$ cat src/verilog/mm2s_consts.svh
`ifndef MM2S_CONSTS_SVH
`define MM2S_CONSTS_SVH

// pixel and bus geometry
`define MM2S_PIXEL_WIDTH 8
`define MM2S_DATA_WIDTH 32
`define MM2S_ADDR_WIDTH 32
`define MM2S_WORD_PIXELS 4

// AXI bursts
`define MM2S_BURST_LEN 16
`define MM2S_BURST_PIXELS 64

// image coordinates and memory layout
`define MM2S_IMG_WBITS 12
`define MM2S_IMG_HBITS 12
`define MM2S_STRIDE 1024

// word index inside one buffered line, IMG_WBITS minus the pixel lane bits
`define MM2S_WORD_IDX_BITS 10

`endif
$ cat src/verilog/mm2s_pkg.sv
`default_nettype none

`include "mm2s_consts.svh"

package mm2s_pkg;

	typedef logic [`MM2S_PIXEL_WIDTH-1:0] pixel_t;
	typedef logic [`MM2S_ADDR_WIDTH-1:0] axi_addr_t;
	typedef logic [`MM2S_IMG_WBITS-1:0] col_t;
	typedef logic [`MM2S_IMG_HBITS-1:0] row_t;
	typedef logic [`MM2S_WORD_IDX_BITS-1:0] word_idx_t;

	// one read beat: stored whole, read back one pixel lane at a time
	typedef union packed {
		logic [`MM2S_DATA_WIDTH-1:0] raw;
		pixel_t [`MM2S_WORD_PIXELS-1:0] pix;
	} beat_word_t;

endpackage

`default_nettype wire

$ cat src/verilog/addr_seq_if.sv
`timescale 1ns/10ps
`default_nettype none

interface addr_seq_if import mm2s_pkg::*; ();
	logic valid;
	logic ready;
	logic last;
	axi_addr_t addr;

	modport source (output valid, last, addr, input ready);
	// ready comes from the gating around the consumer, the sink only sees it
	modport sink (input valid, ready, last, addr);
endinterface

`default_nettype wire

$ cat src/verilog/stream_out.sv
`timescale 1ns/10ps
`default_nettype none

`include "mm2s_consts.svh"

module stream_out import mm2s_pkg::*; (
	input logic clk,
	input logic resetn,
	input logic fsync,
	input col_t read_offset,
	input col_t win_width,
	input col_t dst_width,
	input logic line_ready,
	output logic rd_en,
	output col_t rd_index,
	input pixel_t rd_pixel,
	output logic drain_done,
	output logic m_axis_tvalid,
	output pixel_t m_axis_tdata,
	output logic m_axis_tuser,
	output logic m_axis_tlast,
	input logic m_axis_tready
);
	addr_seq_if pix_seq ();

	logic line_start;
	logic draining;
	logic take;
	logic beat_done;

	scale_1d width_scaler (
		.clk(clk),
		.resetn(resetn),
		.start(line_start),
		.src_len(win_width),
		.dst_len(dst_width),
		.base('0),
		.offset(axi_addr_t'(read_offset)),
		.step(axi_addr_t'(1)),
		.seq(pix_seq)
	);

	// the output register only takes a new pixel when it is empty or moving
	assign pix_seq.ready = draining && (!m_axis_tvalid || m_axis_tready);
	assign take = pix_seq.valid && pix_seq.ready;

	assign rd_en = take;
	assign rd_index = pix_seq.addr[`MM2S_IMG_WBITS-1:0];
	// buffer read data lands with tvalid and holds while stalled
	assign m_axis_tdata = rd_pixel;
	assign beat_done = m_axis_tvalid && m_axis_tready;

	always_ff @(posedge clk) begin
		if (!resetn || fsync) begin
			line_start <= 1'b0;
			draining <= 1'b0;
		end else begin
			line_start <= line_ready && !draining && !line_start;
			if (line_start)
				draining <= 1'b1;
			else if (drain_done)
				draining <= 1'b0;
		end
	end

	always_ff @(posedge clk) begin
		if (!resetn) begin
			m_axis_tvalid <= 1'b0;
			m_axis_tuser <= 1'b0;
			m_axis_tlast <= 1'b0;
			drain_done <= 1'b0;
		end else begin
			if (take)
				m_axis_tvalid <= 1'b1;
			else if (m_axis_tready)
				m_axis_tvalid <= 1'b0;

			// start of frame stays up until the first pixel goes out
			if (fsync)
				m_axis_tuser <= 1'b1;
			else if (beat_done)
				m_axis_tuser <= 1'b0;

			if (take)
				m_axis_tlast <= pix_seq.last;

			drain_done <= beat_done && m_axis_tlast;
		end
	end

endmodule

`default_nettype wire

$ cat src/verilog/scale_1d.sv
`timescale 1ns/10ps
`default_nettype none

`include "mm2s_consts.svh"

module scale_1d import mm2s_pkg::*; (
	input logic clk,
	input logic resetn,
	input logic start,
	input col_t src_len,
	input col_t dst_len,
	input axi_addr_t base,
	input axi_addr_t offset,
	input axi_addr_t step,
	addr_seq_if.source seq
);
	col_t quot;
	col_t frac;
	col_t dst_q;
	col_t idx;
	col_t rem;
	col_t cnt;
	axi_addr_t origin;
	logic take;
	logic wrapped;
	logic [`MM2S_IMG_WBITS:0] rem_sum;

	assign take = seq.valid && seq.ready;

	// per output the index moves by quot, plus one more when the remainder wraps
	assign rem_sum = rem + frac;
	assign wrapped = (rem_sum >= dst_q);

	assign seq.last = (cnt == dst_q - 1'b1);
	assign seq.addr = origin + idx * step;

	always_ff @(posedge clk) begin
		if (!resetn) begin
			seq.valid <= 1'b0;
		end else if (start) begin
			seq.valid <= 1'b1;
		end else if (take && seq.last) begin
			seq.valid <= 1'b0;
		end
	end

	always_ff @(posedge clk) begin
		if (start) begin
			quot <= src_len / dst_len;
			frac <= src_len % dst_len;
			dst_q <= dst_len;
			origin <= base + offset;
			idx <= '0;
			rem <= '0;
			cnt <= '0;
		end else if (take) begin
			cnt <= cnt + 1'b1;
			idx <= idx + quot + wrapped;
			if (wrapped)
				rem <= rem_sum[`MM2S_IMG_WBITS-1:0] - dst_q;
			else
				rem <= rem_sum[`MM2S_IMG_WBITS-1:0];
		end
	end

endmodule

`default_nettype wire

$ cat config.mk
export PLATFORM = sky130hd
export DESIGN_NAME = stream_out
export DESIGN_NICKNAME = d
export VERILOG_FILES = /design/src/verilog/mm2s_pkg.sv /design/src/verilog/addr_seq_if.sv /design/src/verilog/stream_out.sv /design/src/verilog/scale_1d.sv
export VERILOG_INCLUDE_DIRS = /design/src /design/src/verilog
export SDC_FILE = /design/constraint.sdc
export NUM_CORES = 1
export LEC_CHECK = 0
export ABC_AREA = 1
export BUFFER_PORTS_ARGS = -buffer_cell sky130_fd_sc_hd__buf_2
export CAP_MARGIN = 20
export CELL_PAD_IN_SITES_DETAIL_PLACEMENT = 2
export CELL_PAD_IN_SITES_GLOBAL_PLACEMENT = 2
export CORE_AREA = 3 3 230 232
export DETAILED_ROUTE_END_ITERATION = 10
export DIE_AREA = 0 0 233 235
export PLACE_DENSITY_LB_ADDON = 0.12
export SETUP_SLACK_MARGIN = 0.15
export SYNTH_ARGS = -nofsm -noshare
export SYNTH_HDL_FRONTEND = slang
export SYNTH_HIERARCHICAL = 1
export SYNTH_SLANG_ARGS = --single-unit
$ cat constraint.sdc
create_clock -name clk -period 28.9 [get_ports clk]
set_input_delay 1.445 -clock clk [delete_from_list [all_inputs] [get_ports clk]]
set_output_delay 1.445 -clock clk [all_outputs]
set_load 0.05 [all_outputs]
==> flow_summary.yaml <==
floorplan:
  core_sq_um: 51200
  dieArea_sq_um: 54800
  rows: 83
  fp.dieH_microns: 235
  io_pins: 74
  start_util_pct: 24.6
  die_x_microns: 233
routing:
  route.detailed.drc: 0
  dr_total_vias: 11000
  wire_per_inst_microns: 16.4
  drt-vias-per-instance: 4.48
  antenna_left: 0
  drt_iter0_drc: 227
  wl_microns: 40100
  firstDrtPassIters: 4
sta:
  fin_crit_sh_pct: 65.0
  fmax_mhz: 53.2
  drv_slew: 0
  fin_crit_ns: 18.80
  rsz0062_at_grt: "no"
  skew_ns: 0.0111
  tightest_slew_ns: 0.909
  setup_viol: 0
  setup_ws_ns: 10.10
  finalSetupTns_ns: 0
  relSlewSlack_pct: 39.2
  final-hold-violation-count: 0
grt:
  grt_pass1_vias: 12300
  gr-total-overflow: 0
  grt_pass1_wl_microns: 66100
  antenna_found_initial: 1
  grt_max_degree: 47
  track_usage_pct: 15.1
synth:
  postSynthAreaPerCell_sq_um: 7.32
  yosysWarningCount: 6
  synthCells: 1720
  syn_area_sq_um: 12600
clocking:
  clock-sinks: 91
  clk_path_buf_depth: 2
  clk_latency_ns: 0.37
  cts_tree: "yes"
  numCtsBuffers: 9
  htreeDepth: 3
  hold_buffers: 0
  cts_resized: 0
  cts_root_buffer: "clkbuf_16"
  path_clk_slew_ns: 0.07
  post_cts_buffers: 0
setup_path:
  arrival_ns: 18.92
  start_kind: "input port"
  crit_type: "input port to register"
  cpPeakStageDelay_ns: 0.74
  cp_slowest_cell: "a31oi_2"
  r2r_slack_ns: 22.59
  end_kind: "register"
  cp_max_fo: 18
  cpMostUsedCell: "nand2_1"
  critPathRequiredTime_ns: 29.02
place:
  portBuffers: 57
  gp_congestion: 0.791
  post-place-ws_ns: 9.59
  dp_hpwl_microns: 34100
  dpl-instance-area_sq_um: 13600
pwr:
  powerDensity_nw_per_um2: 39.3
  total_power_uw: 546
  ir_worst_vdd_v: 0.0000205
  p_leak_nw: 7.19
layout:
  seq_area_sq_um: 2310
  multi_input_area_sq_um: 8910
  finalInstanceArea_sq_um: 13900
  fillers: 6086
  nets: 2038
  drive_gt1_share_pct: 11.4
  antenna_cells: 0
  areaGrowthSynthToFinish_pct: 10.3
  post-route-util_pct: 27.1
outcome:
  status: "complete, no violations"
job:
  maxCapViolations: 0
min_path:
  hp-class: "register to register"
==> worst max-delay path: cells and delay by family <==
kind,cells,cell delay (ns)
compound gates,27,4.70
fa+ha+maj,12,3.79
buf+inv,17,2.46
simple gates,64,6.33
xor+xnor,1,0.16
==> flip-flops by register name (all words and copies together), names as in the netlist <==
name,count
drain_done,1
draining,1
line_start,1
m_axis_tlast,1
m_axis_tuser,1
m_axis_tvalid,1
width_scaler/cnt,12
width_scaler/dst_q,12
width_scaler/frac,12
width_scaler/idx,12
width_scaler/origin,12
width_scaler/quot,12
width_scaler/rem,12
width_scaler/seq.valid,1
==> metal layers <==
metal,vias to the layer above,track usage [%],part of all wire [%]
met2,46,28.3,52
met3,23,1.27,0.96
li1,5502,-,-
met4,2,2.84,1.0
met1,5387,18.8,46
met5,-,0,0.032
==> cell type report <==
type,instances,share of cell area [%]
multi-input cells,1281,64.1
flip-flops and latches,91,16.6
inverters,313,8.53
well taps,680,6.12
repair buffers,65,2.49
clock buffers,12,1.93
clock inverters,4,0.225
==> path summary, 6_finish.rpt <==
| kind | depth (start not counted) | endpoint | start |
|---|---|---|---|
| min | 2 | m_axis_tuser | m_axis_tuser |
| min reg2reg | 2 | m_axis_tuser | m_axis_tuser |
| max reg2reg | 31 | width_scaler/idx[10] | width_scaler/frac[0] |
| max | 121 | width_scaler/frac[10] | dst_width[0] |
==> through the flow <==
stage | hold slack (ns) | cells
2_1_floorplan | 0.440 | 1752
3_3_place_gp | 0.445 | 2430
3_5_place_dp | 0.460 | 2430
4_1_cts | 0.472 | 2446
5_1_grt | 0.492 | 2446
6_report | 0.468 | 2446
==> where the power goes <==
part / internal (mW) / switching (mW) / total [mW]
clock network: 0.0667 / 0.0584 / 0.125
logic: 0.0943 / 0.176 / 0.270
registers: 0.146 / 0.00536 / 0.151
total: 0.307 / 0.239 / 0.546
==> cells in the final DEF, fill, tap and decap left out, drive strengths merged, types with 7 or more instances in the layout <==
cell type	n
o21ai	87
o21bai	8
nor2	88
clkbuf	12
o211ai	7
buf	65
inv	312
conb	34
nor3	21
xor2	67
fa	65
a21oi	109
xnor2	24
dfxtp	43
or2	17
and2	15
nand4	10
edfxtp	48
nand3	120
ha	163
nand2	408
nand3b	8
Power figures use the tool's default switching activity.
