File: src/verilog/mm2s_consts.svh
`ifndef MM2S_CONSTS_SVH
`define MM2S_CONSTS_SVH

// pixel and bus geometry
`define MM2S_PIXEL_WIDTH 8
`define MM2S_DATA_WIDTH 32
`define MM2S_ADDR_WIDTH 32
`define MM2S_WORD_PIXELS 4

// AXI bursts
`define MM2S_BURST_LEN 16
`define MM2S_BURST_PIXELS 64

// image coordinates and memory layout
`define MM2S_IMG_WBITS 12
`define MM2S_IMG_HBITS 12
`define MM2S_STRIDE 1024

// word index inside one buffered line, IMG_WBITS minus the pixel lane bits
`define MM2S_WORD_IDX_BITS 10

`endif
File: src/verilog/mm2s_pkg.sv
`default_nettype none

`include "mm2s_consts.svh"

package mm2s_pkg;

	typedef logic [`MM2S_PIXEL_WIDTH-1:0] pixel_t;
	typedef logic [`MM2S_ADDR_WIDTH-1:0] axi_addr_t;
	typedef logic [`MM2S_IMG_WBITS-1:0] col_t;
	typedef logic [`MM2S_IMG_HBITS-1:0] row_t;
	typedef logic [`MM2S_WORD_IDX_BITS-1:0] word_idx_t;

	// one read beat: stored whole, read back one pixel lane at a time
	typedef union packed {
		logic [`MM2S_DATA_WIDTH-1:0] raw;
		pixel_t [`MM2S_WORD_PIXELS-1:0] pix;
	} beat_word_t;

endpackage

`default_nettype wire

File: src/verilog/addr_seq_if.sv
`timescale 1ns/10ps
`default_nettype none

interface addr_seq_if import mm2s_pkg::*; ();
	logic valid;
	logic ready;
	logic last;
	axi_addr_t addr;

	modport source (output valid, last, addr, input ready);
	// ready comes from the gating around the consumer, the sink only sees it
	modport sink (input valid, ready, last, addr);
endinterface

`default_nettype wire

File: src/verilog/scale_1d.sv
`timescale 1ns/10ps
`default_nettype none

`include "mm2s_consts.svh"

module scale_1d import mm2s_pkg::*; (
	input logic clk,
	input logic resetn,
	input logic start,
	input col_t src_len,
	input col_t dst_len,
	input axi_addr_t base,
	input axi_addr_t offset,
	input axi_addr_t step,
	addr_seq_if.source seq
);
	col_t quot;
	col_t frac;
	col_t dst_q;
	col_t idx;
	col_t rem;
	col_t cnt;
	axi_addr_t origin;
	logic take;
	logic wrapped;
	logic [`MM2S_IMG_WBITS:0] rem_sum;

	assign take = seq.valid && seq.ready;

	// per output the index moves by quot, plus one more when the remainder wraps
	assign rem_sum = rem + frac;
	assign wrapped = (rem_sum >= dst_q);

	assign seq.last = (cnt == dst_q - 1'b1);
	assign seq.addr = origin + idx * step;

	always_ff @(posedge clk) begin
		if (!resetn) begin
			seq.valid <= 1'b0;
		end else if (start) begin
			seq.valid <= 1'b1;
		end else if (take && seq.last) begin
			seq.valid <= 1'b0;
		end
	end

	always_ff @(posedge clk) begin
		if (start) begin
			quot <= src_len / dst_len;
			frac <= src_len % dst_len;
			dst_q <= dst_len;
			origin <= base + offset;
			idx <= '0;
			rem <= '0;
			cnt <= '0;
		end else if (take) begin
			cnt <= cnt + 1'b1;
			idx <= idx + quot + wrapped;
			if (wrapped)
				rem <= rem_sum[`MM2S_IMG_WBITS-1:0] - dst_q;
			else
				rem <= rem_sum[`MM2S_IMG_WBITS-1:0];
		end
	end

endmodule

`default_nettype wire

File: src/flat_wrapper.sv
// flat-port wrapper written by rule: the top's interface ports become plain ports
module scale_1d_flat import mm2s_pkg::*;
  (clk, resetn, start, src_len, dst_len, base, offset, step, seq_valid, seq_last, seq_addr, seq_ready);
  addr_seq_if seq_i ();
  input logic clk;
  input logic resetn;
  input logic start;
  input col_t src_len;
  input col_t dst_len;
  input axi_addr_t base;
  input axi_addr_t offset;
  input axi_addr_t step;
  output wire logic [$bits(seq_i.valid)-1:0] seq_valid;
  output wire logic [$bits(seq_i.last)-1:0] seq_last;
  output wire logic [$bits(seq_i.addr)-1:0] seq_addr;
  input wire logic [$bits(seq_i.ready)-1:0] seq_ready;
  assign seq_valid = seq_i.valid;
  assign seq_last = seq_i.last;
  assign seq_addr = seq_i.addr;
  assign seq_i.ready = seq_ready;
  scale_1d u_core (.clk(clk), .resetn(resetn), .start(start), .src_len(src_len), .dst_len(dst_len), .base(base), .offset(offset), .step(step), .seq(seq_i));
endmodule
File: config.mk
export PLATFORM = sky130hd
export DESIGN_NAME = scale_1d_flat
export DESIGN_NICKNAME = d
export VERILOG_FILES = /design/src/verilog/mm2s_pkg.sv /design/src/verilog/addr_seq_if.sv /design/src/verilog/scale_1d.sv /design/src/flat_wrapper.sv
export VERILOG_INCLUDE_DIRS = /design/src /design/src/verilog
export SDC_FILE = /design/constraint.sdc
export NUM_CORES = 1
export LEC_CHECK = 0
export BUFFER_PORTS_ARGS = -buffer_cell sky130_fd_sc_hd__buf_2
export CAP_MARGIN = 20
export CORE_MARGIN = 2
export CORE_UTILIZATION = 50
export CTS_CLUSTER_DIAMETER = 80
export CTS_CLUSTER_SIZE = 30
export DETAILED_ROUTE_END_ITERATION = 8
export PLACE_DENSITY_LB_ADDON = 0.12
export SYNTH_ARGS = -nofsm -noshare
export SYNTH_HDL_FRONTEND = slang
export SYNTH_SLANG_ARGS = --single-unit
export TNS_END_PERCENT = 50
File: constraint.sdc
create_clock -name clk -period 39.6 [get_ports clk]
set_input_delay 11.88 -clock clk [delete_from_list [all_inputs] [get_ports clk]]
set_output_delay 11.88 -clock clk [all_outputs]
set_load 0.005 [all_outputs]
==> results.json, run 1 <==
{
  "cts_sinks": 105,
  "final_cell_mix": "nand2_1 (347), inv_1 (292), fa_1 (274)",
  "syn_nets": 2998,
  "skew_ps": 16.4,
  "grtUsageTotal": 0.262,
  "ir_worst_vdd_uv": 37.9,
  "crit_path_frequent_cell": "ha_1",
  "final_util": 0.545,
  "grt_pass1_wl_mm": 91.7,
  "slew_viol_final": 0,
  "reg2reg_slack_ps": 32500,
  "numPortBuffers": 157,
  "fill_cells": 3825,
  "synth_mux_area_frac": 0.0185,
  "tightest_slew_ps": 1080,
  "dr.pass1.iters": 5,
  "cts_tree": "built",
  "ys.warnings.count": 0,
  "slew_headroom": 0.281,
  "post_drt_wl_per_cell_microns": 18.3,
  "post-cts-setup-buffer-count": 0,
  "final_common_cell": "nand2_1",
  "viasPerCell": 5.66,
  "final_antenna_net_count": 0,
  "clockBufferDepth": 2,
  "synth_cell_types": 78,
  "grt_pass1_vias": 17800,
  "crit_path_start_kind": "input port",
  "fp.dieArea_sq_um": 43100,
  "syn_area_sq_um": 20700,
  "syn_to_final_growth_pct": 7.31,
  "postSynthAreaPerCell_sq_um": 8.63,
  "dieWidth_microns": 208,
  "endpoint_kind": "flip-flop",
  "ioPinCount": 158,
  "powerDensity_nw_per_um2": 47.6,
  "setup_tns_ps": 0,
  "die_y_microns": 208,
  "hpwl_mm": 45.6,
  "cp_max_fo": 16,
  "gp_congestion": 0.964,
  "critPathKind": "input port to flip-flop",
  "wirelength_mm": 55.3,
  "ys.flop_type": "edfxtp_1",
  "initial_core_util": 0.507,
  "syn_inst": 2400,
  "rows": 74,
  "finalCritPeriodShare": 0.877,
  "cts_hold_buf": 0,
  "htreeDepth": 3,
  "hp-class": "flip-flop to flip-flop",
  "core_sq_um": 40800,
  "grt_max_degree": 54,
  "antenna_found_initial": 1,
  "finalSetupViolCount": 0,
  "synth_compound_area_frac": 0.147,
  "nets": 3084,
  "max_freq_ghz": 0.0288,
  "vias": 17100,
  "clock-root-buffer": "clkbuf_16",
  "hold_viol_final": 0,
  "synth_xor_xnor_area_share": 0.0676,
  "ys_async_sr_fraction": 0,
  "rsz0062_at_grt": "false",
  "synth-seq-cells": 105,
  "synth_top_family_by_area": "adder cells",
  "slowest_stage": "o21bai_1",
  "fin_crit_ps": 34720,
  "drt_iter0_drc": 961,
  "cts.clk_slew.worst_paths_ps": 90,
  "leakagePower_nw": 10.4,
  "yosysSeqAreaShare": 0.134,
  "synth_edf_count": 68,
  "synth_fa_ha_area_frac": 0.386,
  "grt_overflow": 0,
  "multi_input_area_sq_um": 16500,
  "max_stage_delay_ps": 880,
  "layout-drive-gt1-share": 0.0951,
  "required_ps": 39730,
  "cts_inserted_buffers": 9,
  "clkLatencyLatePin_ps": 370,
  "status": "completed",
  "worstPathArrival_ps": 34840,
  "seq_area_sq_um": 2780,
  "synth-simple-area-share": 0.176,
  "cts_resized": 0,
  "drc_errors": 0,
  "drv_cap": 0
}
==> metal layers <==
metal | wire length [microns] | track usage | vias up
met5 | 0 | 0 | -
met4 | 1650 | 0.0820 | 0
met3 | 2410 | 0.0292 | 78
met2 | 27700 | 0.469 | 421
met1 | 23600 | 0.333 | 8407
li1 | - | - | 8202
==> worst max-delay path: cells and delay by family <==
kind | cells | cell delay, ps
multiplexers | 4 | 1460
AO/OA/AOI/OAI | 41 | 12110
AND/OR/NAND/NOR | 13 | 3320
adder cells (fa/ha/maj) | 11 | 3600
buffers and inverters | 9 | 2410
==> kinds of logic (layout without fill, tap and decap cells) <==
| logic type | after synthesis | in the layout |
|---|---|---|
| AO/OA/AOI/OAI | 455 | 455 |
| XOR/XNOR | 160 | 160 |
| adder cells (fa/ha/maj) | 474 | 474 |
| buffers and inverters | 391 | 482 |
| flip-flops | 105 | 105 |
| multiplexers | 36 | 36 |
| other | 0 | 1 |
| AND/OR/NAND/NOR | 779 | 779 |
==> path summary, 6_finish.rpt <==
check	startpoint	endpoint	cells after the start
worst min register to register	u_core.idx[4]	u_core.idx[4]	2
worst min-delay path	u_core.idx[4]	u_core.idx[4]	2
worst max register to register	u_core.frac[0]	u_core.idx[11]	27
worst max-delay path	dst_len[11]	u_core.frac[3]	78
==> cell type report <==
cell class	instances	area share
repair buffers	169	0.0404
flip-flops and latches	105	0.125
clock buffers	9	0.0101
multi-input cells	1904	0.740
inverters	297	0.0501
well taps	532	0.0299
diodes	1	0.000113
clock inverters	7	0.00366
==> power breakdown <==
group	internal, mW	total, mW	switching, mW
Clock	0.0454	0.0940	0.0487
Sequential	0.136	0.150	0.0141
Combinational	0.367	0.814	0.447
==> cells in the mapped netlist, types with 5 or more instances <==
library cell / n / share of area
a211oi_1: 23 / 0.0083
o211ai_1: 17 / 0.0062
nor3_1: 46 / 0.011
inv_1: 292 / 0.053
o21bai_1: 17 / 0.0062
a31oi_1: 9 / 0.0027
nor4_1: 16 / 0.0048
edfxtp_1: 68 / 0.099
or2_2: 14 / 0.0042
o21ai_0: 70 / 0.017
xor2_1: 47 / 0.020
a21o_1: 47 / 0.017
fa_1: 274 / 0.26
o31a_1: 7 / 0.0030
nor2_1: 114 / 0.021
a221oi_1: 5 / 0.0021
and2_1: 88 / 0.027
a2111oi_0: 8 / 0.0034
mux2_2: 18 / 0.0098
dfxtp_1: 37 / 0.036
nor2b_1: 21 / 0.0063
a31o_2: 6 / 0.0025
ha_1: 200 / 0.12
a21oi_1: 137 / 0.033
o21a_1: 32 / 0.012
o31ai_1: 11 / 0.0040
mux2i_1: 18 / 0.0087
or3_1: 23 / 0.0069
a211o_1: 7 / 0.0030
nand2_1: 347 / 0.063
nand2b_1: 17 / 0.0051
a2bb2oi_1: 5 / 0.0021
and3_1: 22 / 0.0066
clkbuf_1: 86 / 0.016
nand4_1: 11 / 0.0033
nand3_1: 42 / 0.010
xnor2_1: 113 / 0.048
==> sequential cells by signal, indices dropped and copies added (netlist names) <==
register	flops
u_core.origin	32
u_core.cnt	12
u_core.dst_q	12
u_core.frac	12
u_core.idx	12
u_core.quot	12
u_core.rem	12
u_core.seq.valid	1
==> through the flow <==
stage | std cells | instance area [sq um] | hold WS (ps) | power [mW] | setup slack, ps
6_report | 3024 | 22200 | 481 | 1.06 | 4880
5_1_grt | 3024 | 22200 | 493 | 1.17 | 3020
4_1_cts | 3022 | 22200 | 482 | 1.07 | 5250
3_5_place_dp | 3006 | 21900 | 471 | 0.968 | 4960
3_3_place_gp | 3006 | 21900 | 464 | 0.955 | 5520
2_1_floorplan | 2400 | 20700 | 462 | 0.740 | 9670
No activity file was read; power rests on OpenSTA's default activity.
==> run 2: changes to the inputs <==
--- a/config.mk
+++ b/config.mk
@@ -9,7 +9,7 @@
 export BUFFER_PORTS_ARGS = -buffer_cell sky130_fd_sc_hd__buf_2
 export CAP_MARGIN = 20
 export CORE_MARGIN = 2
-export CORE_UTILIZATION = 50
+export CORE_UTILIZATION = 65
 export CTS_CLUSTER_DIAMETER = 80
 export CTS_CLUSTER_SIZE = 30
 export DETAILED_ROUTE_END_ITERATION = 8
==> run 2 against run 1 <==
Net effect:
- register-to-register slack got worse by 260 ps
- final cell count fell by 4.3%
- worst hold slack improved by 7.0 ps
- highest routed layer unchanged
- utilization rose by 16 points
- first-iteration DRC count rose by 7.7%
- global-route usage rose by 7.0 points
- clock skew fell by 2.7 ps
- sequential share of layout area rose by 0.089 points
- wire length fell by 3.4%
- final area fell by 0.71%
- count of clock-buffer cells in the layout rose by 1
==> results.json, run 2 (synthesis results as in run 1) <==
{
  "antenna_found_initial": 1,
  "grt_max_degree": 53,
  "nets": 3084,
  "slew_viol_final": 0,
  "power.internal_mw": 0.554,
  "largest_reg_flops": 32,
  "max_stage_delay_ps": 930,
  "p_seq_frac": 0.143,
  "vias": 17500,
  "post-cts-setup-buffer-count": 0,
  "endpoint_kind": "flip-flop",
  "wirelength_mm": 53.4,
  "drc_errors": 0,
  "tightest_slew_ps": 1120,
  "rows": 65,
  "swShare": 0.475,
  "status": "completed",
  "place_ws_ps": 5380,
  "grt_overflow": 0,
  "ioPinCount": 158,
  "finalCritPeriodShare": 0.870,
  "switchingPower_mw": 0.500,
  "initial_core_util": 0.658,
  "skew_ps": 13.7,
  "grt_pass1_vias": 17900,
  "fill_cells": 2525,
  "reg2regPathDepth": 27,
  "dr.pass1.iters": 6,
  "cts_resized": 0,
  "post_drt_wl_per_cell_microns": 18.5,
  "cts_sinks": 105,
  "rsz0062_at_grt": "false",
  "r2r-start": "u_core.frac[0]",
  "max_freq_ghz": 0.0290,
  "fin_crit_ps": 34470,
  "hold_viol_final": 0,
  "grtUsageTotal": 0.333,
  "setup_tns_ps": 0,
  "r2r_end": "u_core.idx[11]",
  "hp-class": "flip-flop to flip-flop",
  "fp.dieArea_sq_um": 33300,
  "htreeDepth": 3,
  "drv_cap": 0,
  "syn_to_final_growth_pct": 6.55,
  "slew_headroom": 0.249,
  "crit_path_frequent_cell": "ha_1",
  "slowest_stage": "nor4_1",
  "dieWidth_microns": 183,
  "hp-start": "u_core.idx[11]",
  "clockBufferDepth": 2,
  "holdPathStages": 2,
  "worstHoldEndpoint": "u_core.idx[11]",
  "setup_ws_ps": 5130,
  "finalSetupViolCount": 0,
  "die_y_microns": 183,
  "drt_iter0_drc": 1035,
  "p_clk_frac": 0.093,
  "required_ps": 39720,
  "final_antenna_net_count": 0,
  "final_common_cell": "nand2_1",
  "regMostFlops": "u_core.origin",
  "grt_pass1_wl_mm": 88.7,
  "numPortBuffers": 157,
  "combPwrFrac": 0.764,
  "gp_congestion": 0.980,
  "cts_hold_buf": 0,
  "clock-root-buffer": "clkbuf_16",
  "cts_inserted_buffers": 9,
  "critPathKind": "input port to flip-flop",
  "ir_worst_vdd_uv": 40.9,
  "hpwl_mm": 43.8,
  "reg2reg_slack_ps": 32240,
  "powerDensity_nw_per_um2": 47.7,
  "cp_max_fo": 16,
  "leakagePower_nw": 10.4,
  "final_cell_mix": "nand2_1 (347), inv_1 (292), fa_1 (274)",
  "crit_path_start_kind": "input port",
  "viasPerCell": 6.04,
  "clkLatencyLatePin_ps": 370,
  "core_sq_um": 31500,
  "cts_tree": "built",
  "cts.clk_slew.worst_paths_ps": 80,
  "layout-drive-gt1-share": 0.0947,
  "worstPathArrival_ps": 34590
}
[run 2: cell types whose count changed in the layout (fill, tap and decap cells not counted)]
cell       before  now
inv_6           2    0
clkinv_2        0    1
clkinv_8        2    0
clkbuf_1        0    1
bufinv_16       0    1
clkinv_4        1    0
inv_8           2    4
buf_4          12   10
buf_8           0    3
buf_16          1    0
[run 2: worst max-delay path, delay by kind of cell]
kind / cells / cell delay, ps
fa+ha+maj: 11 / 3620
buf+inv: 8 / 2250
simple gates: 12 / 3220
compound gates: 42 / 12120
mux: 4 / 1500
[run 2: power by group through the flow]
stage	Sequential [mW]	Combinational, mW	Clock, mW
floorplan	0.145	0.595	0
global placement	0.154	0.776	0
detailed placement	0.154	0.797	0
CTS	0.152	0.802	0.0981
global route	0.153	0.906	0.101
finish	0.151	0.805	0.0980
[run 2: through the flow]
| stage | power, mW | std cells | hold slack (ps) | area (sq um) | util |
|---|---|---|---|---|---|
| after floorplan | 0.740 | 2400 | 462 | 20700 | - |
| after global placement | 0.930 | 2874 | 465 | 21700 | 0.690 |
| after detailed placement | 0.952 | 2875 | 474 | 21700 | 0.691 |
| after CTS | 1.05 | 2891 | 485 | 22000 | 0.700 |
| after global routing | 1.16 | 2894 | 540 | 22100 | 0.701 |
| final | 1.05 | 2894 | 488 | 22100 | 0.701 |
[run 2: layout make-up]
| type | count | area [sq um] | share of cell area |
|---|---|---|---|
| multi-input combinational | 1904 | 16500 | 0.746 |
| clock inverter | 6 | 80.1 | 0.00363 |
| timing repair buffer | 169 | 901 | 0.0408 |
| clock buffer | 10 | 229 | 0.0104 |
| antenna | 1 | 2.50 | 0.000113 |
| inverter | 297 | 1110 | 0.0505 |
| sequential | 105 | 2780 | 0.126 |
| tap | 402 | 503 | 0.0228 |
[run 2: worst max path at each step]
stage                      from               to  slack [ps]  depth (start not counted)
finish              dst_len[11]  u_core.frac[11]        5130                         77
global route        dst_len[11]  u_core.frac[11]        3460                         77
CTS                 dst_len[11]  u_core.frac[11]        5640                         77
detailed placement  dst_len[11]  u_core.frac[11]        5380                         78
global placement    dst_len[11]  u_core.frac[11]        6130                         77
floorplan            dst_len[8]   u_core.frac[7]        9670                         76
[run 2: layer usage]
metal / up-vias / routed length, microns / track usage
met1: 8483 / 21500 / 0.414
met2: 632 / 26700 / 0.588
met4: 0 / 2050 / 0.132
met3: 143 / 3180 / 0.0423
met5: - / 0 / 0
li1: 8232 / - / -
==> run 3: changes to the inputs <==
==> constraint.sdc (replaced) <==
create_clock -name clk -period 39.6 [get_ports clk]
set_input_delay 3.96 -clock clk [delete_from_list [all_inputs] [get_ports clk]]
set_output_delay 3.96 -clock clk [all_outputs]
set_load 0.005 [all_outputs]
==> run 3 against run 2 <==
Net effect:
- final area about the same
- register-to-register slack better by 50 ps
- critical path depth did not move
- worst hold slack better by 2.4 ps
- largest cell class unchanged
- largest power group unchanged
==> results.json, run 3 (synthesis results as in run 1) <==
{
  "powerDensity_nw_per_um2": 47.5,
  "fill_cells": 2509,
  "grt_pass1_vias": 18000,
  "syn_to_final_growth_pct": 6.50,
  "cts_inserted_buffers": 9,
  "required_ps": 39720,
  "skew_ps": 14.4,
  "numPortBuffers": 157,
  "hp-start": "u_core.idx[11]",
  "htreeDepth": 3,
  "worstPathArrival_ps": 26600,
  "cts_resized": 0,
  "crit_family": "compound AO/OA/AOI/OAI gates",
  "switchingPower_mw": 0.501,
  "slowest_stage": "nor4_1",
  "fp.dieArea_sq_um": 33300,
  "slew_viol_final": 0,
  "hp-class": "flip-flop to flip-flop",
  "viasPerCell": 6.05,
  "setup_tns_ps": 0,
  "layout-drive-gt1-share": 0.0947,
  "clock-root-buffer": "clkbuf_16",
  "rows": 65,
  "core_sq_um": 31500,
  "cts_hold_buf": 0,
  "critPathBufInv": 8,
  "nets": 3084,
  "status": "completed",
  "finalSetupViolCount": 0,
  "crit_path_frequent_cell": "ha_1",
  "max_freq_ghz": 0.0378,
  "ir_worst_vdd_uv": 37.4,
  "setup_ws_ps": 13120,
  "tightest_slew_ps": 1110,
  "reg2reg_slack_ps": 32290,
  "place_ws_ps": 13330,
  "hold_slack_ps": 491,
  "post-cts-setup-buffer-count": 0,
  "final_antenna_net_count": 0,
  "dr.pass1.iters": 5,
  "largest_reg_flops": 32,
  "finalCritPeriodShare": 0.669,
  "holdPathStages": 2,
  "cts_sinks": 105,
  "clockBufferDepth": 2,
  "endpoint_kind": "flip-flop",
  "ioPinCount": 158,
  "power_mw": 1.05,
  "drc_errors": 0,
  "r2r_end": "u_core.idx[11]",
  "cts.clk_slew.worst_paths_ps": 80,
  "p_seq_frac": 0.144,
  "cp-startpoint": "dst_len[11]",
  "fin_crit_ps": 26480,
  "r2r-start": "u_core.frac[0]",
  "rsz0062_at_grt": "false",
  "leakagePower_nw": 10.4,
  "initial_core_util": 0.658,
  "final_cell_mix": "nand2_1 (347), inv_1 (292), fa_1 (274)",
  "cp_max_fo": 16,
  "hold_viol_final": 0,
  "wirelength_mm": 53.5,
  "drt_iter0_drc": 1087,
  "final_util": 0.701,
  "antenna_found_initial": 1,
  "p_clk_frac": 0.087,
  "swShare": 0.478,
  "hpwl_mm": 44.0,
  "critPathKind": "input port to flip-flop",
  "dieWidth_microns": 183,
  "vias": 17500,
  "path_depth": 77,
  "die_y_microns": 183,
  "gp_congestion": 0.980,
  "max_stage_delay_ps": 930,
  "grt_overflow": 0,
  "post_drt_wl_per_cell_microns": 18.5,
  "grt_pass1_wl_mm": 88.7,
  "combPwrFrac": 0.769,
  "reg2regPathDepth": 27,
  "drv_cap": 0,
  "grt_max_degree": 53,
  "clkLatencyLatePin_ps": 370,
  "crit_path_start_kind": "input port",
  "grtUsageTotal": 0.333,
  "regMostFlops": "u_core.origin",
  "slew_headroom": 0.254,
  "final_common_cell": "nand2_1",
  "power.internal_mw": 0.548,
  "cts_tree": "built",
  "worstHoldEndpoint": "u_core.idx[11]"
}
[run 3: cell types whose count changed in the layout (fill, tap and decap cells not counted), sizes merged]
cell	delta
clkinv	+1
bufinv	-1
[run 3: cell type report]
type / count / area [sq um] / share of cell area
multi-input cells: 1904 / 16500 / 0.746
clock buffers: 10 / 229 / 0.0104
flip-flops and latches: 105 / 2780 / 0.126
clock inverters: 6 / 56.3 / 0.00255
inverters: 297 / 1110 / 0.0505
diodes: 1 / 2.50 / 0.000113
repair buffers: 169 / 913 / 0.0414
well taps: 402 / 503 / 0.0228
[run 3: worst min-delay path: stages (launching register included)]
cell and delay (ps):
dfxtp_1 320, o21ai_0 70, a21oi_1 60
[run 3: routing by layer]
metal	vias to the layer above	wire length, microns	global-route usage
met1	8508	21300	0.416
met4	0	2070	0.129
met5	-	0	0
li1	8231	-	-
met2	639	26800	0.586
met3	131	3310	0.0441
[run 3: power by group through the flow]
stage / registers, mW / clock network [mW] / logic (mW)
final: 0.151 / 0.0911 / 0.807
after global routing: 0.153 / 0.0948 / 0.909
after CTS: 0.152 / 0.0918 / 0.805
after detailed placement: 0.154 / 0 / 0.800
after global placement: 0.154 / 0 / 0.776
after floorplan: 0.145 / 0 / 0.595
[run 3: metrics by stage]
stage               instance area (sq um)  std cells
floorplan                           20700       2400
global placement                    21700       2874
detailed placement                  21700       2875
CTS                                 22000       2891
global route                        22100       2894
finish                              22100       2894
[run 3: how the worst max path moves through the flow]
stage / end / slack [ps]
2_1_floorplan: u_core.frac[7] / 17590
3_3_place_gp: u_core.frac[11] / 14040
3_5_place_dp: u_core.frac[11] / 13330
4_1_cts: u_core.frac[4] / 13550
5_1_grt: u_core.frac[4] / 11580
6_report: u_core.frac[11] / 13120
