<file path="src/verilog/mm2s_consts.svh">
`ifndef MM2S_CONSTS_SVH
`define MM2S_CONSTS_SVH

// pixel and bus geometry
`define MM2S_PIXEL_WIDTH 8
`define MM2S_DATA_WIDTH 32
`define MM2S_ADDR_WIDTH 32
`define MM2S_WORD_PIXELS 4

// AXI bursts
`define MM2S_BURST_LEN 16
`define MM2S_BURST_PIXELS 64

// image coordinates and memory layout
`define MM2S_IMG_WBITS 12
`define MM2S_IMG_HBITS 12
`define MM2S_STRIDE 1024

// word index inside one buffered line, IMG_WBITS minus the pixel lane bits
`define MM2S_WORD_IDX_BITS 10

`endif
</file>
<file path="src/verilog/mm2s_pkg.sv">
`default_nettype none

`include "mm2s_consts.svh"

package mm2s_pkg;

	typedef logic [`MM2S_PIXEL_WIDTH-1:0] pixel_t;
	typedef logic [`MM2S_ADDR_WIDTH-1:0] axi_addr_t;
	typedef logic [`MM2S_IMG_WBITS-1:0] col_t;
	typedef logic [`MM2S_IMG_HBITS-1:0] row_t;
	typedef logic [`MM2S_WORD_IDX_BITS-1:0] word_idx_t;

	// one read beat: stored whole, read back one pixel lane at a time
	typedef union packed {
		logic [`MM2S_DATA_WIDTH-1:0] raw;
		pixel_t [`MM2S_WORD_PIXELS-1:0] pix;
	} beat_word_t;

endpackage

`default_nettype wire

</file>
<file path="src/verilog/addr_seq_if.sv">
`timescale 1ns/10ps
`default_nettype none

interface addr_seq_if import mm2s_pkg::*; ();
	logic valid;
	logic ready;
	logic last;
	axi_addr_t addr;

	modport source (output valid, last, addr, input ready);
	// ready comes from the gating around the consumer, the sink only sees it
	modport sink (input valid, ready, last, addr);
endinterface

`default_nettype wire

</file>
<file path="src/verilog/line_wr_if.sv">
`timescale 1ns/10ps
`default_nettype none

interface line_wr_if import mm2s_pkg::*; ();
	logic wr_en;
	word_idx_t wr_addr;
	beat_word_t wr_data;
	// sol when a line address is accepted
	logic sol;
	// eol the cycle after the last beat of the line is written
	logic eol;

	modport writer (output wr_en, wr_addr, wr_data, sol, eol);
	modport buffer (input wr_en, wr_addr, wr_data, sol, eol);
endinterface

`default_nettype wire

</file>
<file path="src/verilog/line_reader.sv">
`timescale 1ns/10ps
`default_nettype none

`include "mm2s_consts.svh"

module line_reader import mm2s_pkg::*; (
	input logic clk,
	input logic resetn,
	input word_idx_t line_words,
	addr_seq_if.sink req,
	output axi_addr_t m_axi_araddr,
	output logic [7:0] m_axi_arlen,
	output logic [2:0] m_axi_arsize,
	output logic [1:0] m_axi_arburst,
	output logic m_axi_arlock,
	output logic [3:0] m_axi_arcache,
	output logic [2:0] m_axi_arprot,
	output logic [3:0] m_axi_arqos,
	output logic m_axi_arvalid,
	input logic m_axi_arready,
	input logic [`MM2S_DATA_WIDTH-1:0] m_axi_rdata,
	input logic m_axi_rlast,
	input logic m_axi_rvalid,
	output logic m_axi_rready,
	line_wr_if.writer wr
);
	localparam int BURST_BITS = $clog2(`MM2S_BURST_LEN) + 1;
	localparam int WORD_BYTES = `MM2S_DATA_WIDTH / 8;

	word_idx_t words_left;
	word_idx_t beat_idx;
	logic [BURST_BITS-1:0] burst_words;
	logic ar_done;
	logic beat;
	logic line_end;

	assign wr.sol = req.valid && req.ready;
	assign ar_done = m_axi_arvalid && m_axi_arready;
	assign beat = m_axi_rvalid && m_axi_rready;

	// full bursts while they fit, then a short one for the tail
	assign burst_words = (words_left >= word_idx_t'(`MM2S_BURST_LEN)) ?
		BURST_BITS'(`MM2S_BURST_LEN) : words_left[BURST_BITS-1:0];

	assign m_axi_arlen = 8'(burst_words - 1'b1);
	assign m_axi_arsize = 3'($clog2(WORD_BYTES));
	assign m_axi_arburst = 2'b01;
	assign m_axi_arlock = 1'b0;
	assign m_axi_arcache = 4'b0011;
	assign m_axi_arprot = 3'b000;
	assign m_axi_arqos = 4'b0000;

	always_ff @(posedge clk) begin
		if (!resetn) begin
			m_axi_arvalid <= 1'b0;
			m_axi_rready <= 1'b0;
			wr.wr_en <= 1'b0;
			line_end <= 1'b0;
			wr.eol <= 1'b0;
		end else begin
			wr.wr_en <= beat;
			line_end <= beat && m_axi_rlast && (words_left == '0);
			wr.eol <= line_end;

			// one burst outstanding at a time, next AR after rlast
			if (wr.sol || (beat && m_axi_rlast && words_left != '0))
				m_axi_arvalid <= 1'b1;
			else if (ar_done)
				m_axi_arvalid <= 1'b0;

			if (ar_done)
				m_axi_rready <= 1'b1;
			else if (beat && m_axi_rlast)
				m_axi_rready <= 1'b0;
		end
	end

	always_ff @(posedge clk) begin
		if (wr.sol) begin
			m_axi_araddr <= req.addr;
			words_left <= line_words;
		end else if (ar_done) begin
			m_axi_araddr <= m_axi_araddr + burst_words * WORD_BYTES;
			words_left <= words_left - burst_words;
		end

		if (wr.sol)
			beat_idx <= '0;
		else if (beat)
			beat_idx <= beat_idx + 1'b1;

		if (beat) begin
			wr.wr_addr <= beat_idx;
			wr.wr_data.raw <= m_axi_rdata;
		end
	end

endmodule

`default_nettype wire

</file>
<file path="src/flat_wrapper.sv">
// flat-port wrapper written by rule: the top's interface ports become plain ports
module line_reader_flat import mm2s_pkg::*;
  (clk, resetn, line_words, m_axi_araddr, m_axi_arlen, m_axi_arsize, m_axi_arburst, m_axi_arlock, m_axi_arcache, m_axi_arprot, m_axi_arqos, m_axi_arvalid, m_axi_arready, m_axi_rdata, m_axi_rlast, m_axi_rvalid, m_axi_rready, req_valid, req_ready, req_last, req_addr, wr_wr_en, wr_wr_addr, wr_wr_data, wr_sol, wr_eol);
  addr_seq_if req_i ();
  line_wr_if wr_i ();
  input logic clk;
  input logic resetn;
  input word_idx_t line_words;
  output axi_addr_t m_axi_araddr;
  output logic [7:0] m_axi_arlen;
  output logic [2:0] m_axi_arsize;
  output logic [1:0] m_axi_arburst;
  output logic m_axi_arlock;
  output logic [3:0] m_axi_arcache;
  output logic [2:0] m_axi_arprot;
  output logic [3:0] m_axi_arqos;
  output logic m_axi_arvalid;
  input logic m_axi_arready;
  input logic [`MM2S_DATA_WIDTH-1:0] m_axi_rdata;
  input logic m_axi_rlast;
  input logic m_axi_rvalid;
  output logic m_axi_rready;
  input wire logic [$bits(req_i.valid)-1:0] req_valid;
  input wire logic [$bits(req_i.ready)-1:0] req_ready;
  input wire logic [$bits(req_i.last)-1:0] req_last;
  input wire logic [$bits(req_i.addr)-1:0] req_addr;
  output wire logic [$bits(wr_i.wr_en)-1:0] wr_wr_en;
  output wire logic [$bits(wr_i.wr_addr)-1:0] wr_wr_addr;
  output wire logic [$bits(wr_i.wr_data)-1:0] wr_wr_data;
  output wire logic [$bits(wr_i.sol)-1:0] wr_sol;
  output wire logic [$bits(wr_i.eol)-1:0] wr_eol;
  assign req_i.valid = req_valid;
  assign req_i.ready = req_ready;
  assign req_i.last = req_last;
  assign req_i.addr = req_addr;
  assign wr_wr_en = wr_i.wr_en;
  assign wr_wr_addr = wr_i.wr_addr;
  assign wr_wr_data = wr_i.wr_data;
  assign wr_sol = wr_i.sol;
  assign wr_eol = wr_i.eol;
  line_reader u_core (.clk(clk), .resetn(resetn), .line_words(line_words), .req(req_i), .m_axi_araddr(m_axi_araddr), .m_axi_arlen(m_axi_arlen), .m_axi_arsize(m_axi_arsize), .m_axi_arburst(m_axi_arburst), .m_axi_arlock(m_axi_arlock), .m_axi_arcache(m_axi_arcache), .m_axi_arprot(m_axi_arprot), .m_axi_arqos(m_axi_arqos), .m_axi_arvalid(m_axi_arvalid), .m_axi_arready(m_axi_arready), .m_axi_rdata(m_axi_rdata), .m_axi_rlast(m_axi_rlast), .m_axi_rvalid(m_axi_rvalid), .m_axi_rready(m_axi_rready), .wr(wr_i));
endmodule
</file>
<file path="config.mk">
export PLATFORM = sky130hd
export DESIGN_NAME = line_reader_flat
export DESIGN_NICKNAME = d
export VERILOG_FILES = /design/src/verilog/mm2s_pkg.sv /design/src/verilog/addr_seq_if.sv /design/src/verilog/line_wr_if.sv /design/src/verilog/line_reader.sv /design/src/flat_wrapper.sv
export VERILOG_INCLUDE_DIRS = /design/src /design/src/verilog
export SDC_FILE = /design/constraint.sdc
export NUM_CORES = 1
export LEC_CHECK = 0
export BUFFER_PORTS_ARGS = -buffer_cell sky130_fd_sc_hd__buf_2
export CAP_MARGIN = 0
export CORE_AREA = 2 2 101 103
export CTS_BUF_LIST = sky130_fd_sc_hd__clkbuf_16
export CTS_CLUSTER_SIZE = 40
export DETAILED_ROUTE_END_ITERATION = 6
export DIE_AREA = 0 0 103 105
export GPL_TIMING_DRIVEN = 0
export HOLD_SLACK_MARGIN = 0.06
export PLACE_DENSITY = 0.75
export SKIP_CTS_REPAIR_TIMING = 1
export SLEW_MARGIN = 20
export SYNTH_ARGS = -nofsm -noshare
export SYNTH_HDL_FRONTEND = slang
export SYNTH_SLANG_ARGS = --single-unit
</file>
<file path="constraint.sdc">
create_clock -name clk -period 4.15 [get_ports clk]
set_input_delay 0.6225 -clock clk [delete_from_list [all_inputs] [get_ports clk]]
set_output_delay 0.6225 -clock clk [all_outputs]
set_load 0.05 [all_outputs]
</file>
==> results of run 1 <==
[power groups by stage]
stage	sequential [mW]	clock [mW]	combinational (mW)
after floorplan	1.29	0	0.158
after global placement	1.19	0	0.349
after detailed placement	1.19	0	0.362
after CTS	1.17	0.848	0.363
after global routing	1.17	0.887	0.389
final	1.17	0.835	0.362
[how the worst max path moves through the flow]
| stage | end | slack [ns] | startpoint | depth (start not counted) |
|---|---|---|---|---|
| after floorplan | m_axi_arlen[2] | 0.61 | u_core.words_left[4] | 7 |
| after global placement | u_core.m_axi_araddr[30] | 0.46 | u_core.words_left[4] | 12 |
| after detailed placement | u_core.m_axi_araddr[26] | 0.37 | u_core.words_left[4] | 12 |
| final | u_core.m_axi_araddr[26] | 0.32 | u_core.words_left[4] | 12 |
| after global routing | u_core.m_axi_araddr[28] | 0.02 | u_core.words_left[4] | 12 |
| after CTS | u_core.m_axi_araddr[26] | 0.34 | u_core.words_left[4] | 12 |
[registers in the layout (all words and copies together), names as in the netlist, 10 cells and up]
signal               flops
u_core.wr.wr_data       32
u_core.words_left       10
u_core.wr.wr_addr       10
u_core.m_axi_araddr     32
u_core.beat_idx         10
[stage by stage]
| stage | area (um2) | hold slack (ns) | instances | total power, mW | utilization, % |
|---|---|---|---|---|---|
| 3_3_place_gp | 5720 | 0.419 | 726 | 1.54 | 59.3 |
| 3_5_place_dp | 5760 | 0.423 | 728 | 1.55 | 59.8 |
| 6_report | 6060 | 0.442 | 744 | 2.37 | 62.9 |
| 5_1_grt | 6060 | 0.436 | 744 | 2.45 | 62.9 |
| 4_1_cts | 6060 | 0.440 | 744 | 2.38 | 62.9 |
| 2_1_floorplan | 4720 | 0.406 | 426 | 1.44 | - |
[layout make-up]
cell class                      count  area (um2)
Clock inverter                      7        73.8
Tap cell                          133         166
Clock buffer                        9         225
Sequential cell                    99        2820
Fill cell                         807        3580
Multi-Input combinational cell    283        1660
Buffer                             33         198
Timing Repair Buffer              169         876
Inverter                           11        41.3
[kinds of logic after synthesis]
logic type      Yosys count  share of synthesized area (%)
flops                    99                           60.6
simple gates            152                           15.7
buf+inv                  44                           5.10
compound gates           64                           8.27
fa+ha+maj                 9                           2.58
mux                       2                          0.430
other cells               2                          0.161
xor+xnor                 38                           7.14
[layer usage]
metal	up-vias	global-route usage, %
li1	1830	-
met1	1709	23.7
met2	186	34.1
met3	15	4.68
met4	2	7.52
met5	-	0
[cell usage in the layout, fill, tap and decap left out, drive strengths merged, types with 2 or more instances in the layout]
cell / instances
nand3: 17
conb: 18
mux2i: 2
ha: 8
clkbuf: 21
buf: 190
inv: 17
o311ai: 2
nor3: 4
and2: 7
xor2: 28
xnor2: 10
and3: 10
nor2: 32
nand4: 8
a31oi: 2
a21oi: 12
o21ai: 31
o211ai: 4
nor4: 4
edfxtp: 84
a221oi: 2
o2111ai: 4
dfxtp: 15
nand2: 61
or3: 4
==> metrics.md, run 1 <==
| Metric | Value |
|---|---|
| Clock-pin transition on the worst setup and hold timing paths | 0.07 ns |
| Core area | 0.00964 mm2 |
| Fmax | 261 MHz |
| YS warnings | 0 |
| Worst Tran Pin Value | 0.652 ns |
| Pre-CTS setup slack | 0.372 ns |
| Die Wd | 103 um |
| Async SR Flop Fraction | 0% |
| Crit end category | flip-flop |
| Gr usage total | 19.8% |
| Sequence of cells on the critical path | or3_4, nor4_4, clkbuf_1, and2_1, ha_1, fa_1, a21oi_1, o22ai_1, clkbuf_1, nand4_1, xor2_1, o21ai_0 |
| WL met2 | 5.33 mm |
| Status | finished clean |
| Mapped Cells | 410 |
| CTS buffer count | 9 |
| CP max stage cell | edfxtp_1 |
| NumNets Final | 697 |
| Hold Path Sink | u_core.wr.eol |
| Top cells by count, synth | edfxtp_1 (84), nand2_1 (61), nor2_1 (31) |
| H-tree depth | 3 |
| Pleak | 2.53 nW |
| MaxCap Viol Count | 0 |
| Initial antenna violation count | 1 |
| Final TNS setup | 0 ns |
| Syn Std Cell Area | 0.00466 mm2 |
| Fin Clk Skew | 0.00775 ns |
| Worst path arrival time | 3.92 ns |
| Startpoint types | flip-flop |
| Pin count of the biggest net entering global routing | 35 |
| Crit-path max cell delay | 0.50 ns |
| Slew margin rel. | 56.4% |
| TritonRoute pass-1 iters | 4 |
| Antenna Cells | 0 |
| CTS tree | done |
| Clock Latency Late Sink | 0.35 ns |
| Initial core utilization | 48.3% |
| Combinational Power Share | 15.3% |
| Seq/Total Area, Yosys | 60.6% |
| Peak supply drop | 0.000203 V |
| Area leader, netlist | edfxtp_1 |
| CP max FO | 10 |
| DR DRC count | 0 |
| Layout cells sized above 1 | 35.0% |
| Most used cell, CP | clkbuf_1 |
| Library cells used by synthesis | 47 |
| CTS root buf | clkbuf_16 |
| Buffers on Ports | 167 |
| Avg Inst Size Synth | 11.4 um2 |
| DR WL met3 | 1.01 mm |
| Synthesis-to-finish area growth | 30.2% |
| Bufs on Longest Clock Path | 2 |
| Switch Pwr | 694 uW |
| Hold Crit Start | u_core.line_end |
| Max layer used | met5 |
| Largest delay share family, worst path | simple AND/OR/NAND/NOR gates |
| Die H | 105 um |
| Clock network fraction of total power | 35.3% |
| Critical path required time | 4.23 ns |
| RSZ-0062 raised after global routing | false |
| M1 WL | 4.46 mm |
| Crit share post-route | 92.4% |
| #FFs+latches synth | 99 |
| Wire length per cell | 14.7 um |
| Cell Pwr Density | 390 mW/mm2 |
| RR Endpoint | u_core.m_axi_araddr[26] |
| Clock Sinks | 99 |
| Via count | 3742 |
| Detailed Place HPWL | 8.33 mm |
| Ports | 186 |
| First-pass GRT wire length | 16.5 mm |
| Final GP Congestion | 0.827 |
| EDFF count, synth | 84 |
| FF-to-FF Start | u_core.words_left[4] |
| Die area | 0.0108 mm2 |
| # rows | 36 |
| Yosys top cell area share | 54.1% |
| Reg2reg path depth | 12 |
| Initial DRC Count | 164 |
| Critical path buffers and inverters | 2 |
| Final setup margin | 0.316 ns |
| Top-count cell post-synth | edfxtp_1 |
| ANT nets after route | 0 |
| Number of global-route vias before repair | 3536 |
| Grt ovf | 0 |
| Most used DFF post-synth | edfxtp_1 |
| Fin. max-slew vios | 0 |
| Vias per cell | 5.03 |
| Final setup fails | 0 |
| Worst reg2reg setup slack | 0.32 ns |
| Final hold viol count | 0 |
| Cell internal pwr | 1.67 mW |
| Hold Path Stages | 1 |
| Largest cells by area after synthesis | edfxtp_1 (54%), dfxtp_1 (6.4%), xor2_1 (5.3%), nand2_1 (4.9%), o21ai_0 (3.2%) |
| Critical path class | reg2reg |
| Switching share of power | 29.3% |
| Seq pwr share | 49.4% |
| HP Class | reg2reg |
| Final Critical Period | 3.83 ns |
| Routed Wire Length | 11.0 mm |
Note: power is estimated with default switching activity, not from simulation.
==> inputs of run 2 (changes only) <==
- CELL_PAD_IN_SITES_DETAIL_PLACEMENT: unset -> 1
- CELL_PAD_IN_SITES_GLOBAL_PLACEMENT: unset -> 2
- CORE_AREA: 2 2 101 103 -> 2 2 128 130
- DIE_AREA: 0 0 103 105 -> 0 0 130 132
- PLACE_DENSITY: 0.75 -> 0.76
==> run 2 against run 1 <==
Compared with the run above:
- hold slack worse by 0.011 ns
- count of clock-buffer cells in the layout stayed put
- core utilization fell by 24 points
- global-route usage is 4.7 points lower
- sequential power about the same
- clock power is 2% higher
- sequential share of layout area is 0.89 points lower
- flip-flop and latch count stayed put
- total power increased by 1.2%
- critical path type unchanged
- highest routed layer is now met4
==> metrics.md, run 2 (synthesis results as in run 1) <==
| Metric | Value |
|---|---|
| Fmax | 266 MHz |
| # rows | 46 |
| Slew margin rel. | 54.6% |
| Detailed Place HPWL | 10.4 mm |
| Pleak | 2.54 nW |
| Startpoint types | flip-flop |
| Peak supply drop | 0.000172 V |
| Fin Clk Skew | 0.00977 ns |
| Most common cell after layout, fill and taps aside | buf_2 |
| Die H | 132 um |
| Critical path class | reg2reg |
| Reg2reg path depth | 12 |
| TritonRoute pass-1 iters | 4 |
| Pre-CTS setup slack | 0.211 ns |
| Buffers on Ports | 167 |
| NumNets Final | 697 |
| Worst Tran Pin Value | 0.678 ns |
| Initial core utilization | 29.6% |
| Layout cells sized above 1 | 35.0% |
| Hold Path Sink | u_core.wr.eol |
| Final setup margin | 0.395 ns |
| CTS root buf | clkbuf_16 |
| Hold Crit Start | u_core.line_end |
| Cell Area, Placed | 0.00588 mm2 |
| FF-to-FF Start | u_core.words_left[4] |
| Final Critical Period | 3.75 ns |
| Worst reg2reg setup slack | 0.40 ns |
| Worst path arrival time | 3.83 ns |
| First-pass GRT wire length | 20.0 mm |
| MaxCap Viol Count | 0 |
| HP Class | reg2reg |
| Synthesis-to-finish area growth | 32.7% |
| Most frequent cells in the layout | buf_2 (168), edfxtp_1 (84), nand2_1 (60) |
| Grt ovf | 0 |
| RSZ-0062 raised after global routing | false |
| Clock Sinks | 99 |
| Gr usage total | 15.1% |
| Final TNS setup | 0 ns |
| Final Power | 2.39 mW |
| Routed Wire Length | 13.2 mm |
| Crit share post-route | 90.5% |
| Cell Pwr Density | 387 mW/mm2 |
| Post-Route Utilization | 39.3% |
| Core area | 0.0157 mm2 |
| Fin. max-slew vios | 0 |
| Ports | 186 |
| Pin count of the biggest net entering global routing | 35 |
| Final hold viol count | 0 |
| Clock-pin transition on the worst setup and hold timing paths | 0.07 ns |
| Crit end category | flip-flop |
| ANT nets after route | 0 |
| Final GP Congestion | 0.765 |
| Die Wd | 130 um |
| CTS tree | done |
| Hold Path Stages | 1 |
| Biggest regs | u_core.m_axi_araddr: 32 flops, u_core.wr.wr_data: 32 flops |
| CP max FO | 10 |
| Initial antenna violation count | 1 |
| Post-route design area | 0.00618 mm2 |
| Vias per cell | 4.54 |
| Initial DRC Count | 200 |
| Clock Latency Late Sink | 0.34 ns |
| Critical path required time | 4.22 ns |
| Number of global-route vias before repair | 3836 |
| H-tree depth | 3 |
| Final setup fails | 0 |
| CTS buffer count | 9 |
| Status | finished clean |
| Die area | 0.0172 mm2 |
| # fillers | 1823 |
| Wire length per cell | 15.9 um |
| RR Endpoint | u_core.m_axi_araddr[30] |
| DR DRC count | 0 |
| Bufs on Longest Clock Path | 2 |
| Via count | 3760 |
-- run 2: changes by cell type in the layout (fill, tap and decap cells not counted), sizes merged --
cell / previous run / this run
inv: 17 / 14
clkinv: 1 / 3
bufinv: 0 / 1
diode: 0 / 1
-- run 2: layout make-up --
cell class                      count  area (um2)  share of cell area [%]
Multi-Input combinational cell    283        1660                    26.9
Inverter                           11        41.3                   0.668
Sequential cell                    99        2820                    45.7
Tap cell                          216         270                    4.37
Buffer                             33         199                    3.22
Clock buffer                        9         225                    3.64
Clock inverter                      7        76.3                    1.23
Timing Repair Buffer              169         883                    14.3
Antenna cell                        1        2.50                  0.0405
-- run 2: worst max path at each step --
stage	endpoint	slack [ns]	cells after the start	start
2_1_floorplan	m_axi_arlen[2]	0.61	7	u_core.words_left[4]
3_3_place_gp	u_core.m_axi_araddr[28]	0.23	12	u_core.words_left[4]
3_5_place_dp	u_core.m_axi_araddr[30]	0.21	12	u_core.words_left[4]
4_1_cts	u_core.m_axi_araddr[30]	0.18	12	u_core.words_left[4]
5_1_grt	u_core.m_axi_araddr[28]	0.07	12	u_core.words_left[4]
6_report	u_core.m_axi_araddr[30]	0.40	12	u_core.words_left[4]
-- run 2: routing by layer --
metal | vias up | share of wire [%] | global-route usage (%)
met5 | - | 0 | 0
met4 | 0 | 1.2 | 4.72
met3 | 13 | 8.0 | 3.61
met2 | 165 | 48 | 26.4
met1 | 1756 | 42 | 18.3
li1 | 1826 | - | -
-- run 2: metrics by stage --
| step | hold WS [ns] | std cells |
|---|---|---|
| after floorplan | 0.406 | 426 |
| after global placement | 0.416 | 809 |
| after detailed placement | 0.422 | 811 |
| after CTS | 0.432 | 827 |
| after global routing | 0.431 | 827 |
| final | 0.432 | 828 |
-- run 2: power breakdown --
group	total, mW	internal, mW	switching, mW
clock network	0.854	0.473	0.381
registers	1.17	1.13	0.0399
logic	0.368	0.111	0.257
total	2.39	1.72	0.678
-- run 2: critical path, cell delays in order (launching register included) --
cell	delay [ns]
edfxtp_1	0.50
or3_4	0.44
nor4_4	0.32
clkbuf_1	0.39
and2_1	0.25
ha_1	0.21
fa_1	0.22
a21oi_1	0.11
o22ai_1	0.27
clkbuf_2	0.32
nand4_1	0.16
xor2_1	0.19
o21ai_0	0.09
==> inputs of run 3 (changes only) <==
- BUFFER_PORTS_ARGS: -buffer_cell sky130_fd_sc_hd__buf_2 -> unset
- CORE_AREA: 2 2 128 130 -> 2 2 114 116
- DIE_AREA: 0 0 130 132 -> 0 0 116 118
- DONT_BUFFER_PORTS: unset -> 1
- PLACE_DENSITY: 0.76 -> 0.73
==> run 3 against run 2 <==
Compared with the run above:
- count of clock-buffer cells in the layout unchanged
- largest cell class unchanged
- critical path depth down 5
- core utilization up 3.5 points
- die area down 20%
- first-iteration DRC count down 56%
- global-route usage up 2.3 points
- total power down 2.9%
- via count down 18%
- register-to-register slack better by 0.06 ns
==> metrics.md, run 3 (synthesis results as in run 1) <==
| Metric | Value |
|---|---|
| Status | finished clean |
| CTS buffer count | 9 |
| RR Endpoint | u_core.m_axi_araddr[22] |
| Fmax | 256 MHz |
| Worst path arrival time | 3.29 ns |
| Core area | 0.0124 mm2 |
| Fin. max-slew vios | 0 |
| Instance count on the critical path | 7 |
| Largest delay share family, worst path | simple AND/OR/NAND/NOR gates |
| Antenna Cells | 0 |
| Biggest regs | u_core.m_axi_araddr: 32 flops, u_core.wr.wr_data: 32 flops |
| Crit-path max cell delay | 0.49 ns |
| Worst hold slack | 0.369 ns |
| Wire length per cell | 18.8 um |
| Initial antenna violation count | 0 |
| WL met2 | 5.66 mm |
| ANT nets after route | 0 |
| DR DRC count | 0 |
| Via count | 3102 |
| Final Power | 2.32 mW |
| Crit end category | output pin |
| Final TNS setup | 0 ns |
| Die area | 0.0137 mm2 |
| CP max FO | 10 |
| # rows | 41 |
| Pleak | 1.88 nW |
| CP max stage cell | edfxtp_1 |
| Critical path class | reg2out |
| Ports | 186 |
| Pin count of the biggest net entering global routing | 36 |
| Final setup fails | 0 |
| Reg2reg path depth | 12 |
| Critical path buffers and inverters | 2 |
| Critical path required time | 3.53 ns |
| Pre-CTS setup slack | 0.00140 ns |
| Peak supply drop | 0.000155 V |
| Final hold viol count | 0 |
| Final GP Congestion | 0.744 |
| CTS tree | done |
| Startpoint types | flip-flop |
| Cell Pwr Density | 437 mW/mm2 |
| Clock Sinks | 99 |
| Slew margin rel. | 48.4% |
| Post-Layout Cell Count | 616 |
| Synthesis-to-finish area growth | 14.1% |
| Bufs on Longest Clock Path | 2 |
| NumNets Final | 530 |
| First-pass GRT wire length | 18.1 mm |
| Initial DRC Count | 88 |
| Fin Clk Skew | 0.00919 ns |
| Final setup margin | 0.239 ns |
| Final Critical Period | 3.91 ns |
| Crit path launch | u_core.words_left[4] |
| HP Class | in2reg |
| Worst setup endpoint | m_axi_arlen[4] |
| H-tree depth | 3 |
| Most frequent cells in the layout | edfxtp_1 (84), nand2_1 (60), nor2_1 (31) |
| FF-to-FF Start | u_core.words_left[4] |
| Most common cell after layout, fill and taps aside | edfxtp_1 |
| Crit share post-route | 94.2% |
| Placed insts | 600 |
| TritonRoute pass-1 iters | 6 |
| Clock-pin transition on the worst setup and hold timing paths | 0.07 ns |
| Hold Path Stages | 0 |
| Routed Wire Length | 11.6 mm |
| Grt ovf | 0 |
| CTS root buf | clkbuf_16 |
| Detailed Place HPWL | 8.77 mm |
| Sequence of cells on the critical path | or3_4, nor4_4, clkbuf_2, and2_1, inv_1, ha_1, o21ai_4 |
| Gr usage total | 17.5% |
| MaxCap Viol Count | 0 |
| Worst reg2reg setup slack | 0.46 ns |
| Buffers on Ports | 0 |
| Initial core utilization | 37.5% |
| Worst Tran Pin Value | 0.771 ns |
| Clock Latency Late Sink | 0.35 ns |
| Number of global-route vias before repair | 3224 |
| Die Wd | 116 um |
| Vias per cell | 5.04 |
| Die H | 118 um |
| Max layer used | met4 |
| DR WL met3 | 1.15 mm |
| Layout cells sized above 1 | 11.0% |
| M1 WL | 4.63 mm |
==> run 3: power breakdown <==
group | leakage (nW) | switching (mW) | internal (mW)
Sequential | 0.911 | 0.145 | 1.13
Combinational | 0.822 | 0.131 | 0.0652
Clock | 0.151 | 0.377 | 0.473
==> run 3: how the worst min path moves through the flow <==
stage | startpoint | end
final | m_axi_rdata[8] | u_core.wr.wr_data[8]
after global routing | m_axi_rdata[29] | u_core.wr.wr_data[29]
after CTS | m_axi_rdata[29] | u_core.wr.wr_data[29]
after detailed placement | u_core.line_end | u_core.wr.eol
after global placement | u_core.line_end | u_core.wr.eol
after floorplan | u_core.line_end | u_core.wr.eol
==> run 3: routing by layer <==
| metal | vias up | track usage, % |
|---|---|---|
| met5 | - | 0 |
| met4 | 0 | 6.03 |
| met2 | 146 | 29.1 |
| met1 | 1452 | 20.2 |
| li1 | 1494 | - |
| met3 | 10 | 6.90 |
==> run 3: cell type report <==
type	count	area, um2
buffer	33	201
clock buffer	9	225
clock inverter	7	75.1
fill	1381	7100
inverter	11	41.3
multi-input combinational	283	1690
sequential	99	2820
tap	172	215
timing repair buffer	2	40.0
==> run 3: stage by stage <==
stage / instance area, um2 / util [%]
5_1_grt: 5310 / 42.8
3_5_place_dp: 4980 / 40.2
2_1_floorplan: 4720 / -
3_3_place_gp: 4930 / 39.7
4_1_cts: 5290 / 42.6
6_report: 5310 / 42.8
